`config.mk`:
```
export PLATFORM = sky130hd
export DESIGN_NAME = sm_core
export DESIGN_NICKNAME = d
export VERILOG_FILES = /design/src/sm_pkg.sv /design/src/sm_core.sv /design/src/sm_datapath.sv /design/src/sm_ram.sv /design/src/sm_sequencer.sv /design/src/sm_divider.sv
export VERILOG_INCLUDE_DIRS = /design/src
export SDC_FILE = /design/constraint.sdc
export NUM_CORES = 1
export LEC_CHECK = 0
export ABC_AREA = 0
export ABC_CLOCK_PERIOD_IN_PS = 3400
export BUFFER_PORTS_ARGS = -buffer_cell sky130_fd_sc_hd__buf_4
export CORE_MARGIN = 1
export CORE_UTILIZATION = 45
export CTS_CLUSTER_SIZE = 25
export DETAILED_ROUTE_END_ITERATION = 12
export PLACE_DENSITY = 0.7
export SKIP_LAST_GASP = 1
export SYNTH_ARGS = -nofsm -noshare
export SYNTH_HDL_FRONTEND = slang
export SYNTH_HIERARCHICAL = 1
export SYNTH_SLANG_ARGS = --single-unit
```
`constraint.sdc`:
```
create_clock -name clk -period 3.4 [get_ports clk]
set_input_delay 0.51 -clock clk [delete_from_list [all_inputs] [get_ports clk]]
set_output_delay 0.51 -clock clk [all_outputs]
set_load 0.02 [all_outputs]
```
`src/sm_defines.svh`:
```
`ifndef SM_DEFINES_SVH
`define SM_DEFINES_SVH

// Bus widths
`define SM_ROM_AW 12 // Pu 2, Pm 4, Pl 6
`define SM_RAM_AW 7  // Bm 3, Bl 4
`define SM_DIV_W  15 // 32.768 kHz down to 1 Hz
`define SM_F4_BIT 11 // Divider tap tested by TF4

// PC as {Pu, Pm, Pl}
`define SM_RESET_PC 12'hDC0 // 3_7_00
`define SM_WAKE_PC  12'h400 // 1_0_00

// Instruction classes in the high nibble
`define SM_CLS_RAM 4'h1 // EXC, EXCI, LDA, EXCD
`define SM_CLS_LAX 4'h2
`define SM_CLS_ADX 4'h3
`define SM_CLS_LB  4'h4
`define SM_CLS_TL  4'h7 // First byte of TL
`define SM_SUB_EXC 2'b00 // Bits 3-2 inside class 1
`define SM_SUB_LDA 2'b10
`define SM_JCLS_T  2'b10 // T xy, top two bits
`define SM_TL_PM_MAX 4'hA // Highest Pm reachable by TL

// Single-byte opcodes
`define SM_OP_ADD  8'h08
`define SM_OP_TAM  8'h53
`define SM_OP_CEND 8'h5D
`define SM_OP_ATR  8'h61
`define SM_OP_INCB 8'h64
`define SM_OP_IDIV 8'h65
`define SM_OP_TF4  8'h69
`define SM_OP_KTA  8'h6A

`endif
```
`src/sm_pkg.sv`:
```
package sm_pkg;

  //////////////////////////////////////////////////////////////////////
  // ROM byte, decoded through two views

  typedef union packed {
    // Class nibble and immediate nibble
    struct packed {
      logic [3:0] cls;
      logic [3:0] imm;
    } nib;
    // Short jump, also the second byte of TL
    struct packed {
      logic [1:0] cls; // 2'b10 for T, Pu for TL
      logic [5:0] pl;  // Target Pl
    } jmp;
  } opcode_t;

  //////////////////////////////////////////////////////////////////////
  // Instruction stages

  typedef enum logic [2:0] {
    stg_fetch = 3'd0, // Step PC, choose exec, skip or halt
    stg_exec  = 3'd1, // Decode and perform
    stg_load2 = 3'd2, // Second byte settles on the bus
    stg_exec2 = 3'd3, // Perform the two-byte instruction
    stg_skip  = 3'd4, // Byte dropped
    stg_halt  = 3'd5  // Stopped by CEND
  } stage_t;

endpackage

```
`src/sm_core.sv`:
```
`timescale 1ns/1ps
`include "sm_defines.svh"

module sm_core (
  input  logic                  clk,
  input  logic                  clk_en,   // 32.768 kHz pace
  input  logic                  reset,
  input  logic [7:0]            rom_data, // External ROM, combinational
  output logic [`SM_ROM_AW-1:0] rom_addr,
  input  logic [3:0]            input_k,  // K1-4
  output logic [3:0]            output_r  // R port, full Acc
);
  import sm_pkg::*;

  stage_t                stage;
  logic                  skip_req;
  logic                  halt_req;
  logic                  idiv;
  logic                  f4;
  logic                  sec_tick;
  logic [`SM_RAM_AW-1:0] ram_addr;
  logic                  ram_wren;
  logic [3:0]            ram_wdata;
  logic [3:0]            ram_rdata;

  sm_divider u_divider (
    .clk      (clk),
    .clk_en   (clk_en),
    .reset    (reset),
    .idiv     (idiv),
    .f4       (f4),
    .sec_tick (sec_tick)
  );

  // Stage control and wake
  sm_sequencer u_sequencer (
    .clk      (clk),
    .clk_en   (clk_en),
    .reset    (reset),
    .opcode   (rom_data),
    .skip_req (skip_req),
    .halt_req (halt_req),
    .input_k  (input_k),
    .sec_tick (sec_tick),
    .stage    (stage)
  );

  sm_ram u_ram (
    .clk   (clk),
    .addr  (ram_addr),
    .wren  (ram_wren),
    .wdata (ram_wdata),
    .rdata (ram_rdata)
  );

  sm_datapath u_datapath (
    .clk       (clk),
    .clk_en    (clk_en),
    .reset     (reset),
    .stage     (stage),
    .opcode    (rom_data),
    .ram_rdata (ram_rdata),
    .input_k   (input_k),
    .f4        (f4),
    .rom_addr  (rom_addr),
    .ram_addr  (ram_addr),
    .ram_wren  (ram_wren),
    .ram_wdata (ram_wdata),
    .skip_req  (skip_req),
    .halt_req  (halt_req),
    .idiv      (idiv),
    .output_r  (output_r)
  );

endmodule

```
`src/sm_datapath.sv`:
```
`timescale 1ns/1ps
`include "sm_defines.svh"

module sm_datapath (
  input  logic                  clk,
  input  logic                  clk_en,
  input  logic                  reset,
  input  sm_pkg::stage_t        stage,
  input  sm_pkg::opcode_t       opcode,
  input  logic [3:0]            ram_rdata,
  input  logic [3:0]            input_k,
  input  logic                  f4,
  output logic [`SM_ROM_AW-1:0] rom_addr,
  output logic [`SM_RAM_AW-1:0] ram_addr,
  output logic                  ram_wren,
  output logic [3:0]            ram_wdata,
  output logic                  skip_req,
  output logic                  halt_req,
  output logic                  idiv,
  output logic [3:0]            output_r
);
  import sm_pkg::*;

  // Program counter, page Pu/Pm and polynomial Pl
  logic [1:0] pu;
  logic [3:0] pm;
  logic [5:0] pl;

  logic [3:0] acc;
  logic       carry;     // ADX carry out, consumed as a skip
  logic [2:0] bm;        // RAM file
  logic [3:0] bl;        // RAM nibble
  logic       skip_next; // TAM, INCB, TF4 result
  logic       lax_chain; // Last executed was LAX
  opcode_t    ir;        // Byte being performed, TL first byte in exec2

  logic [5:0] pl_next;
  logic [4:0] adx_sum;
  logic [3:0] add_sum;
  logic       is_exec;
  logic       is_ram_op;

  //////////////////////////////////////////////////////////////////////
  // Combinational

  assign pl_next   = {pl[0] ~^ pl[1], pl[5:1]}; // Only Pl moves
  assign adx_sum   = {1'b0, acc} + {1'b0, ir.nib.imm};
  assign add_sum   = acc + ram_rdata;
  assign is_exec   = stage == stg_exec;
  assign is_ram_op = ir.nib.cls == `SM_CLS_RAM
                     && (ir.nib.imm[3:2] == `SM_SUB_EXC || ir.nib.imm[3:2] == `SM_SUB_LDA);

  assign rom_addr  = {pu, pm, pl};
  assign ram_addr  = {bm, bl};
  assign ram_wdata = acc; // EXC stores Acc

  // One write per enabled exec cycle
  assign ram_wren = clk_en && is_exec && ir.nib.cls == `SM_CLS_RAM
                    && ir.nib.imm[3:2] == `SM_SUB_EXC;

  assign halt_req = is_exec && ir == `SM_OP_CEND;
  assign idiv     = is_exec && ir == `SM_OP_IDIV;

  // Sampled in fetch, opcode is the byte at PC
  assign skip_req = skip_next | carry | (lax_chain && opcode.nib.cls == `SM_CLS_LAX);

  // Latch byte at fetch, held through load2 for TL
  always_ff @(posedge clk) begin
    if (clk_en && stage == stg_fetch) begin
      ir <= opcode;
    end
  end

  //////////////////////////////////////////////////////////////////////
  // Registers

  always_ff @(posedge clk) begin
    if (reset) begin
      {pu, pm, pl} <= `SM_RESET_PC;
      acc          <= 4'h0;
      carry        <= 1'b0;
      bm           <= 3'h0;
      bl           <= 4'h0;
      skip_next    <= 1'b0;
      lax_chain    <= 1'b0;
      output_r     <= 4'h0;
    end else if (clk_en) begin
      case (stage)
        stg_fetch: begin
          pl        <= pl_next;
          skip_next <= 1'b0;
          carry     <= 1'b0;
          lax_chain <= lax_chain && opcode.nib.cls == `SM_CLS_LAX; // Skipped LAX keeps it
        end
        stg_exec: begin
          if (ir.jmp.cls == `SM_JCLS_T) begin
            pl <= ir.jmp.pl; // T xy, within page
          end else begin
            case (ir.nib.cls)
              `SM_CLS_LAX: begin
                acc       <= ir.nib.imm;
                lax_chain <= 1'b1;
              end
              `SM_CLS_ADX: {carry, acc} <= adx_sum;
              `SM_CLS_LB: begin
                bm[1:0] <= ir.nib.imm[1:0];
                // High Bl bits follow any set bit of the Bl field
                bl <= {{2{|ir.nib.imm[3:2]}}, ir.nib.imm[3:2]};
              end
              `SM_CLS_RAM: begin
                if (is_ram_op) begin
                  acc     <= ram_rdata; // EXC writes old Acc in parallel
                  bm[1:0] <= bm[1:0] ^ ir.nib.imm[1:0];
                end
              end
              default: begin
                case (ir)
                  `SM_OP_ADD:  acc <= add_sum;
                  `SM_OP_TAM:  skip_next <= acc == ram_rdata;
                  `SM_OP_INCB: begin
                    bl        <= bl + 1'b1;
                    skip_next <= bl == 4'hF;
                  end
                  `SM_OP_KTA:  acc <= input_k;
                  `SM_OP_ATR:  output_r <= acc;
                  `SM_OP_TF4:  skip_next <= f4;
                  default: ; // NOP, CEND, IDIV, TL first byte
                endcase
              end
            endcase
          end
        end
        stg_exec2: begin
          pl <= pl_next;
          // TL xyz, target overrides the step, Pm B and up not decoded
          if (ir.nib.imm <= `SM_TL_PM_MAX) begin
            {pu, pm, pl} <= {opcode.jmp.cls, ir.nib.imm, opcode.jmp.pl};
          end
        end
        stg_halt: {pu, pm, pl} <= `SM_WAKE_PC; // Resume point after wake
        default: ;
      endcase
    end
  end

  //////////////////////////////////////////////////////////////////////
  // Checks

  // Writes only in exec, and the instruction ends right after
  a_wren_exec: assert property (@(posedge clk) disable iff (reset)
    ram_wren |-> (stage == stg_exec ##1 stage == stg_fetch));

endmodule

```
`src/sm_ram.sv`:
```
`timescale 1ns/1ps
`include "sm_defines.svh"

module sm_ram (
  input  logic                  clk,
  input  logic [`SM_RAM_AW-1:0] addr,
  input  logic                  wren,
  input  logic [3:0]            wdata,
  output logic [3:0]            rdata
);

  // Eight files of sixteen nibbles, {Bm, Bl}
  logic [3:0] mem [0:(1 << `SM_RAM_AW)-1];

  // Write on the edge, caller qualifies with clk_en
  always_ff @(posedge clk) begin
    if (wren) begin
      mem[addr] <= wdata;
    end
  end

  // Read is combinational, EXC sees the old value on its write edge
  assign rdata = mem[addr];

endmodule

```
`src/sm_sequencer.sv`:
```
`timescale 1ns/1ps
`include "sm_defines.svh"

module sm_sequencer (
  input  logic            clk,
  input  logic            clk_en,
  input  logic            reset,
  input  sm_pkg::opcode_t opcode,
  input  logic            skip_req,
  input  logic            halt_req,
  input  logic [3:0]      input_k,
  input  logic            sec_tick,
  output sm_pkg::stage_t  stage
);
  import sm_pkg::*;

  logic halt_pend; // CEND performed, halt at next fetch
  logic wake_q;    // K pressed or second elapsed
  logic tl_q;      // Fetched byte opens a TL

  always_ff @(posedge clk) begin
    if (reset) begin
      stage     <= stg_fetch;
      halt_pend <= 1'b0;
      wake_q    <= 1'b0;
      tl_q      <= 1'b0;
    end else if (clk_en) begin
      wake_q <= (input_k != 4'h0) | sec_tick;
      if (halt_req) begin
        halt_pend <= 1'b1;
      end

      case (stage)
        stg_fetch: begin
          tl_q <= opcode.nib.cls == `SM_CLS_TL; // Opcode is the byte at PC here
          if (halt_pend) begin
            stage <= stg_halt;
          end else if (skip_req) begin
            stage <= stg_skip;
          end else begin
            stage <= stg_exec;
          end
        end
        stg_exec:  stage <= tl_q ? stg_load2 : stg_fetch;
        stg_load2: stage <= stg_exec2;
        stg_exec2: stage <= stg_fetch;
        stg_skip:  stage <= stg_fetch;
        stg_halt: begin
          if (wake_q) begin
            stage     <= stg_fetch; // Datapath already sits at the wake PC
            halt_pend <= 1'b0;
          end
        end
        default: stage <= stg_fetch;
      endcase
    end
  end

  //////////////////////////////////////////////////////////////////////
  // Checks

  a_stage_legal: assert property (@(posedge clk) disable iff (reset)
    stage inside {stg_fetch, stg_exec, stg_load2, stg_exec2, stg_skip, stg_halt});

  // Halt exit needs a registered wake
  a_halt_wake: assert property (@(posedge clk) disable iff (reset)
    (!$past(reset) && $past(stage) == stg_halt && stage != stg_halt) |-> $past(wake_q));

  a_load2_after_exec: assert property (@(posedge clk) disable iff (reset)
    (!$past(reset) && stage == stg_load2 && $past(stage) != stg_load2)
      |-> $past(stage) == stg_exec);

endmodule

```
`src/sm_divider.sv`:
```
`timescale 1ns/1ps
`include "sm_defines.svh"

module sm_divider (
  input  logic clk,
  input  logic clk_en,
  input  logic reset,
  input  logic idiv,
  output logic f4,
  output logic sec_tick
);

  // Time base, one count per enabled cycle
  logic [`SM_DIV_W-1:0] count;

  always_ff @(posedge clk) begin
    if (reset) begin
      count <= '0;
    end else if (clk_en) begin
      if (idiv) begin
        count <= '0; // IDIV restarts the second
      end else begin
        count <= count + 1'b1; // Wraps once per second
      end
    end
  end

  // Tap for TF4
  assign f4 = count[`SM_F4_BIT];

  // High on the last count, so the wrap happens on this cycle's edge
  // A pending IDIV clears instead of wrapping
  assign sec_tick = (&count) & ~idiv;

endmodule

```
==> Yosys cells after proc, flatten, opt, wreduce, memory -nomap -nowiden <==
Memory sizes are Yosys's and may differ from the RTL's.
Cells that the tools add are included.
{ "op_classes": {"reduce_logical": 33, "n_shift": 0, "n_addsub": 4, "n_div": 0, "order_cmp": 1, "mux": 35, "n_bitwise": 11, "eq_ne": 31, "n_mul": 0} }
{ "op_table": {"columns": ["op", "n"], "rows": [
  ["== test 8 x 7 -> 1 bit (second input constant)", 7],
  ["case mux 4 bit (2 select lines)", 3],
  ["case mux 6 bit (4 select lines)", 1],
  ["AND reduction 5 bit", 4],
  ["case mux 4 bit (4 select lines)", 1],
  ["adder 15 x 1 -> 15 bit (second input constant)", 1],
  ["2-to-1 mux 15 bit", 1],
  ["AND reduction 15 bit", 1],
  ["== test 4 x 2 -> 1 bit (second input constant)", 3],
  ["2-to-1 mux 4 bit", 3],
  ["2-to-1 mux 6 bit", 2],
  ["inequality test 2 bit (second input constant)", 6],
  ["case mux 3 bit (4 select lines)", 1],
  ["2-to-1 mux 1 bit", 11],
  ["2-to-1 mux 3 bit", 3],
  ["== test 4 x 3 -> 1 bit (second input constant)", 2],
  ["== test 8 x 4 -> 1 bit (second input constant)", 1],
  ["logical AND 1 bit", 8],
  ["case mux 2 bit (2 select lines)", 2],
  ["AND reduction 4 bit", 2],
  ["nonzero test 2 bit", 4],
  ["nonzero test 4 bit", 2],
  ["== test 3 x 2 -> 1 bit (second input constant)", 2],
  ["2-to-1 mux 2 bit", 3],
  ["29 further kinds", 41]
]} }
{ "word_totals": {"mem_bits_rw": 512, "wordCells": 132, "mem_bits_ro": 0, "memories": 1, "latch_bits": 0, "ff_bits": 58} }
{ "mem_list": {"columns": ["name", "words", "width", "read_ports", "rd_ports_with_merged_regs", "wr", "line_no", "text"], "rows": [
  ["u_ram.mem", 128, 4, 1, 0, 1, "sm_ram.sv:13", "logic [3:0] mem [0:(1 << `SM_RAM_AW)-1];"]
]} }

==> Depth between registers and ports, before layout <==
{ "depth": {"depth_word": 6, "ltp_mapped": 17, "ltp_nobuf": 14} }

==> By module <==
The synthesis kept the hierarchy.
{ "modules_own_cells": {"columns": ["mod", "cells_per_inst", "instances", "seq_area_each_um2", "area_each_um2"], "rows": [
  ["sm_ram", 1244, 1, 15374.7, 20399.6],
  ["sm_datapath", 259, 1, 820.8, 2361.0],
  ["sm_divider", 87, 1, 300.3, 773.2],
  ["sm_sequencer", 32, 1, 120.1, 294.0]
]} }

==> Worst setup path after synthesis <==
OpenSTA, ideal clock, no wires.
{ "synth_timing": {"path_type": "reg-to-reg", "startpoint": "register u_datapath.acc[0], in the netlist u_datapath/ram_wdata[0]", "endpoint": "register u_datapath.acc[2], in the netlist u_datapath/ram_wdata[2]", "stages_incl_launch_ff": 8, "t_required_ps": 3269, "arrival_ps": 3278, "path_buffers": 0, "period_less_slack_ps": 3409, "setup_ps": 131, "slack_ps": -9, "cell_sequence": "dfxtp_1 -> ha_1 -> inv_1 -> fa_1 -> xnor2_1 -> mux2_2 -> o22ai_1 -> o22ai_1"} }
{ "synth_via": {"elab_chain_cells": 3, "elab_cells_between_ends": 4, "classes_between": "add/sub (2); mux (2)"} }
{ "synth_rtl": {"columns": ["element", "line_no", "text"], "rows": [
  ["start, declared", "sm_datapath.sv:29", "logic [3:0] acc;"],
  ["start signal, assigned", "sm_datapath.sv:101", "acc <= ir.nib.imm;"],
  ["start signal, assigned", "sm_datapath.sv:104", "`SM_CLS_ADX: {carry, acc} <= adx_sum;"],
  ["start signal, assigned", "sm_datapath.sv:112", "acc <= ram_rdata;"],
  ["adder 4 bit", "sm_datapath.sv:48", "assign add_sum = acc + ram_rdata;"],
  ["case mux 4 bit (2 select lines)", "sm_datapath.sv:117", "case (ir)"],
  ["case mux 4 bit (4 select lines) (*)", "sm_datapath.sv:99", "case (ir.nib.cls)"]
]} }
Mark *: on every way between the ends. The rest lies on a longest branch, timed or not.
A chain may end at the register's enable or synchronous reset.

==> Worst setup path in the final report <==
{ "layout_timing": {"startpoint": "register u_datapath.bl[0]", "endpoint": "register u_datapath.acc[3], in the netlist u_datapath/ram_wdata[3]"} }
{ "layout_via": {"elab_chain_cells": 4, "elab_cells_between_ends": 5, "classes_between": "add/sub (1); mux (3); memory (1)"} }
{ "layout_rtl": {"columns": ["element", "line_no", "text"], "rows": [
  ["start, declared", "sm_datapath.sv:32", "logic [3:0] bl;"],
  ["start signal, assigned", "sm_datapath.sv:108", "bl <= {{2{|ir.nib.imm[3:2]}}, ir.nib.imm[3:2]};"],
  ["start signal, assigned", "sm_datapath.sv:121", "bl <= bl + 1'b1;"],
  ["memory read (128 x 4 bit)", null, null],
  ["net ram_rdata[1]", "sm_core.sv:24", "logic [3:0] ram_rdata;"],
  ["adder 4 bit", "sm_datapath.sv:48", null],
  ["case mux 4 bit (2 select lines)", "sm_datapath.sv:117", null],
  ["case mux 4 bit (4 select lines)", "sm_datapath.sv:99", null],
  ["end signal, assigned", "sm_datapath.sv:101", null],
  ["end signal, assigned", "sm_datapath.sv:104", null],
  ["end signal, assigned", "sm_datapath.sv:118", "`SM_OP_ADD: acc <= add_sum;"]
]} }
The timed path passes the listed nets, and every way through them passes these cells. The select of a mux whose other input is x is not followed.

==> impl_metrics.csv <==
group,metric,value,unit
status,status,"finished with violations",
status,violations,"setup timing",
placement,dpl.cell_count,2405,
logic_synthesis,synth_warnings,6,
worst_setup_path,r2r_slack,-0.25,ns
sta,post-route-period-util,107,%
logic_synthesis,yosysSeqAreaShare,69.7,%
clock_tree,cts-htree-levels,2,
worst_setup_path,crit_start,"u_datapath/bl[0]$_SDFFE_PP0P_",
sta,final-max-slew-violation-count,0,
clock_tree,tritoncts,"done",
power,p_leak,9.91,nW
placement,io_buffers,30,
clock_tree,cts_sinks,570,
route,highest_layer,"met4",
worst_setup_path,arrival,4.15,ns
sta,finalHoldWorstSlack,0.0931,ns
sta,rsz0062_at_grt,"true",
logic_synthesis,ys_ff_latch,570,
placement,preCtsSetupSlack,-0.531,ns
sta,fin_ws,-0.246,ns
floorplanning,row_count,83,
worst_setup_path,crit_end,"u_datapath/ram_wdata[3]$_SDFFE_PP0P_",
floorplanning,pin_count,31,
cells_and_area,seq_area,0.0166,mm^2
cells_and_area,synthToLayoutAreaGrowth,18.7,%
floorplanning,die_w,232,um
worst_setup_path,r2r_end,"u_datapath/ram_wdata[3]$_SDFFE_PP0P_",
route,wl_met2,31000,um
floorplanning,core,0.0518,mm^2
logic_synthesis,async_flop_share,0,%
worst_setup_path,timing.rr.start,"u_datapath/bl[0]$_SDFFE_PP0P_",
sta,setup_viol,4,
cells_and_area,multi_input_comb_area,0.00695,mm^2
power,p_total,0.0145,W
cells_and_area,fill_cells,4039,
cells_and_area,stdcell_count,2522,
power,peakVddDrop,0.392,mV
sta,maxSlewHeadroom,22.2,%
placement,gp_congestion,0.935,
run,drv_cap,0,
sta,fin_skew,0.0142,ns
global_route,grt_pass1_wl,100000,um
logic_synthesis,mappedNetlistArea,0.0238,mm^2
route,post_drt_wl_per_cell,26.6,um
global_route,antenna_found_initial,0,
clock_tree,clk_pin_slew,0.06,ns
floorplanning,dieArea,0.0539,mm^2
route,drtIter0Drc,2262,
route,ant_nets,0,
worst_setup_path,crit_path_start_kind,"flip-flop",
worst_setup_path,r2r_cells,17,
logic_synthesis,yosysUniqueCellTypes,89,
logic_synthesis,synth_nets,1648,
global_route,grt_start_max_net_pins,113,
placement,placed_area,0.0258,mm^2
clock_tree,root_buffer,"clkbuf_16",
global_route,first_global_vias,15800,
logic_synthesis,synthFlopType,"edfxtp_1",
logic_synthesis,syn_inst,1622,
cells_and_area,fin_nets,1821,
floorplanning,start_util,46.0,%
cells_and_area,drive_gt1_share,25.8,%
sta,finalCriticalPeriod,3.65,ns
sta,fmax,0.274,GHz
cells_and_area,fin_area,0.0283,mm^2
route,wl_met1,25900,um
worst_setup_path,cp_data_required_time,3.90,ns
logic_synthesis,synth_edf_count,520,
global_route,overflow,0,
sta,worst_pin_slew,1.17,ns
clock_tree,clkLatencyLatePin,0.61,ns
route,wl_met3,7190,um
global_route,grt_usage,24.9,%
sta,hold_viol,0,
route,dr.pass1.iters,6,
placement,place_hpwl,43600,um
min_path,hold_class,"input port to flip-flop",
route,drcViolationCount,0,
route,wl,67100,um
clock_tree,ctsLongestPathBuffers,3,
cells_and_area,antenna_cells,0,
worst_setup_path,cp_max_fo,8,
route,vias_per_cell,6.41,
route,vias,16200,
worst_setup_path,endpoint_kind,"flip-flop",
power,power.density,513,mW/mm^2
worst_setup_path,path_class,"flip-flop to flip-flop",
clock_tree,cts_buffers,55,
floorplanning,die_h,232,um
logic_synthesis,synth_area_per_cell,14.7,um^2
-- sequential cells by signal (all words and copies together), names as in the netlist, 3 cells and up --
signal and flops:
u_divider/count 15, u_ram/mem 512, u_datapath/pm 4, u_sequencer/stage 3, u_datapath/output_r 4, u_datapath/pl 6, u_datapath/bl 4, u_datapath/ram_wdata 4
u_datapath/ir 8
-- worst max-delay path, stage by stage, from the launching register on --
cell      delay, ns
dfxtp_4        0.37
buf_4          0.14
buf_12         0.12
nor2b_2        0.15
buf_4          0.19
a221oi_2       0.27
o22a_1         0.17
o22ai_1        0.14
nor4_4         0.32
buf_4          0.16
nand4b_1       0.26
ha_4           0.33
buf_4          0.13
a21o_1         0.17
a21oi_2        0.18
xnor2_2        0.15
nor3b_2        0.08
o41ai_2        0.19
-- metrics by stage --
step	TNS, ns	utilization (%)
2_1_floorplan	0	-
3_3_place_gp	-1.12	49.8
3_5_place_dp	-1.67	49.8
4_1_cts	-0.564	54.1
5_1_grt	-0.895	54.6
6_report	-0.705	54.6
-- Yosys cell counts (4+ instances only) --
master / instances / area, um^2
nand3_1: 16 / 80.1
o22a_1: 8 / 70.1
a22oi_1: 31 / 233
or2_2: 5 / 31.3
a22o_1: 4 / 35.0
nand4b_1: 5 / 43.8
buf_4: 13 / 97.6
buf_2: 36 / 180
a221oi_1: 124 / 1090
edfxtp_1: 520 / 15600
nor3_1: 22 / 110
a221oi_2: 4 / 60.1
mux2i_1: 33 / 330
inv_1: 9 / 33.8
a211oi_1: 14 / 105
nor2b_1: 19 / 119
nand4_1: 9 / 56.3
nand2b_1: 17 / 106
nor4_1: 10 / 62.6
o221ai_1: 10 / 87.6
and2_1: 9 / 56.3
or3_1: 7 / 43.8
o2111ai_1: 5 / 43.8
nor3b_1: 4 / 30.0
ha_1: 9 / 113
or4_1: 5 / 37.5
buf_1: 11 / 41.3
clkbuf_1: 42 / 158
a311oi_1: 5 / 43.8
a221o_1: 4 / 40.0
a31oi_1: 6 / 37.5
nor2_1: 192 / 721
mux2_2: 29 / 327
nor3b_2: 5 / 62.6
buf_6: 9 / 101
dfxtp_1: 50 / 1000
o22ai_1: 17 / 106
a21o_1: 5 / 37.5
nand2_1: 72 / 270
o31ai_1: 11 / 82.6
mux4_2: 26 / 586
a21oi_1: 80 / 400
o21ai_0: 41 / 205
-- report_power, final --
part	switching [W]	leakage, nW	internal, W
logic	0.000206	3.09	0.000131
registers	0.0000288	5.86	0.00757
clock network	0.00264	0.964	0.00395
total	0.00288	9.91	0.0117
-- routing by layer --
metal | vias up | GRT usage (%)
met4 | 0 | 11.0
met1 | 8074 | 34.0
met3 | 209 | 4.78
met2 | 1021 | 38.6
met5 | - | 0
li1 | 6853 | -
-- layout by cell type (no fill, tap or decap), drive strengths merged, types with 24 or more instances in the layout --
cell,synthesis,final
edfxtp,520,520
buf,69,227
nor2,194,194
a221oi,129,129
a21oi,80,80
nand2,72,72
clkbuf,42,65
dfxtp,50,50
o21ai,43,43
mux2i,33,33
mux2,33,33
a22oi,32,32
mux4,26,26
clkinv,0,24
-- area by class of cell --
type	instances	area share [%]
multi-input combinational	931	24.6
clock inverter	39	1.81
tap	680	3.01
inverter	10	0.146
timing repair buffer	227	6.55
clock buffer	65	5.11
sequential	570	58.8
-- worst min path at each step --
stage                                startpoint                               end  depth (start not counted)
3_3_place_gp   u_divider/count[14]$_SDFFE_PP0P_  u_divider/count[14]$_SDFFE_PP0P_                          2
3_5_place_dp   u_divider/count[14]$_SDFFE_PP0P_  u_divider/count[14]$_SDFFE_PP0P_                          2
4_1_cts                             rom_data[2]        u_datapath/ir[2]$_DFFE_PP_                          1
5_1_grt                             rom_data[1]        u_datapath/ir[1]$_DFFE_PP_                          1
6_report                            rom_data[3]        u_datapath/ir[3]$_DFFE_PP_                          1
2_1_floorplan  u_divider/count[14]$_SDFFE_PP0P_  u_divider/count[14]$_SDFFE_PP0P_                          2
-- cell families (layout without fill, tap and decap cells) --
logic type | after synthesis | after routing | share of synthesized area (%)
AOI/OAI and AO/OA | 393 | 393 | 12.4
xor gates and xnor gates | 6 | 6 | 0.221
adders and majority gates | 11 | 11 | 0.641
buffers and inverters | 121 | 341 | 2.58
DFF | 570 | 570 | 69.7
muxes | 92 | 92 | 5.45
other | 1 | 1 | 0.0157
and+or+nand+nor | 428 | 428 | 8.96
-- repair_timing --
action,CTS,global route
setup endpoints to repair,5,5
resized for setup,38,49
hold buffers,0,0
pin swaps,23,25
buffers inserted,10,5
gates cloned,0,0
(Power assumes the default switching activity.)
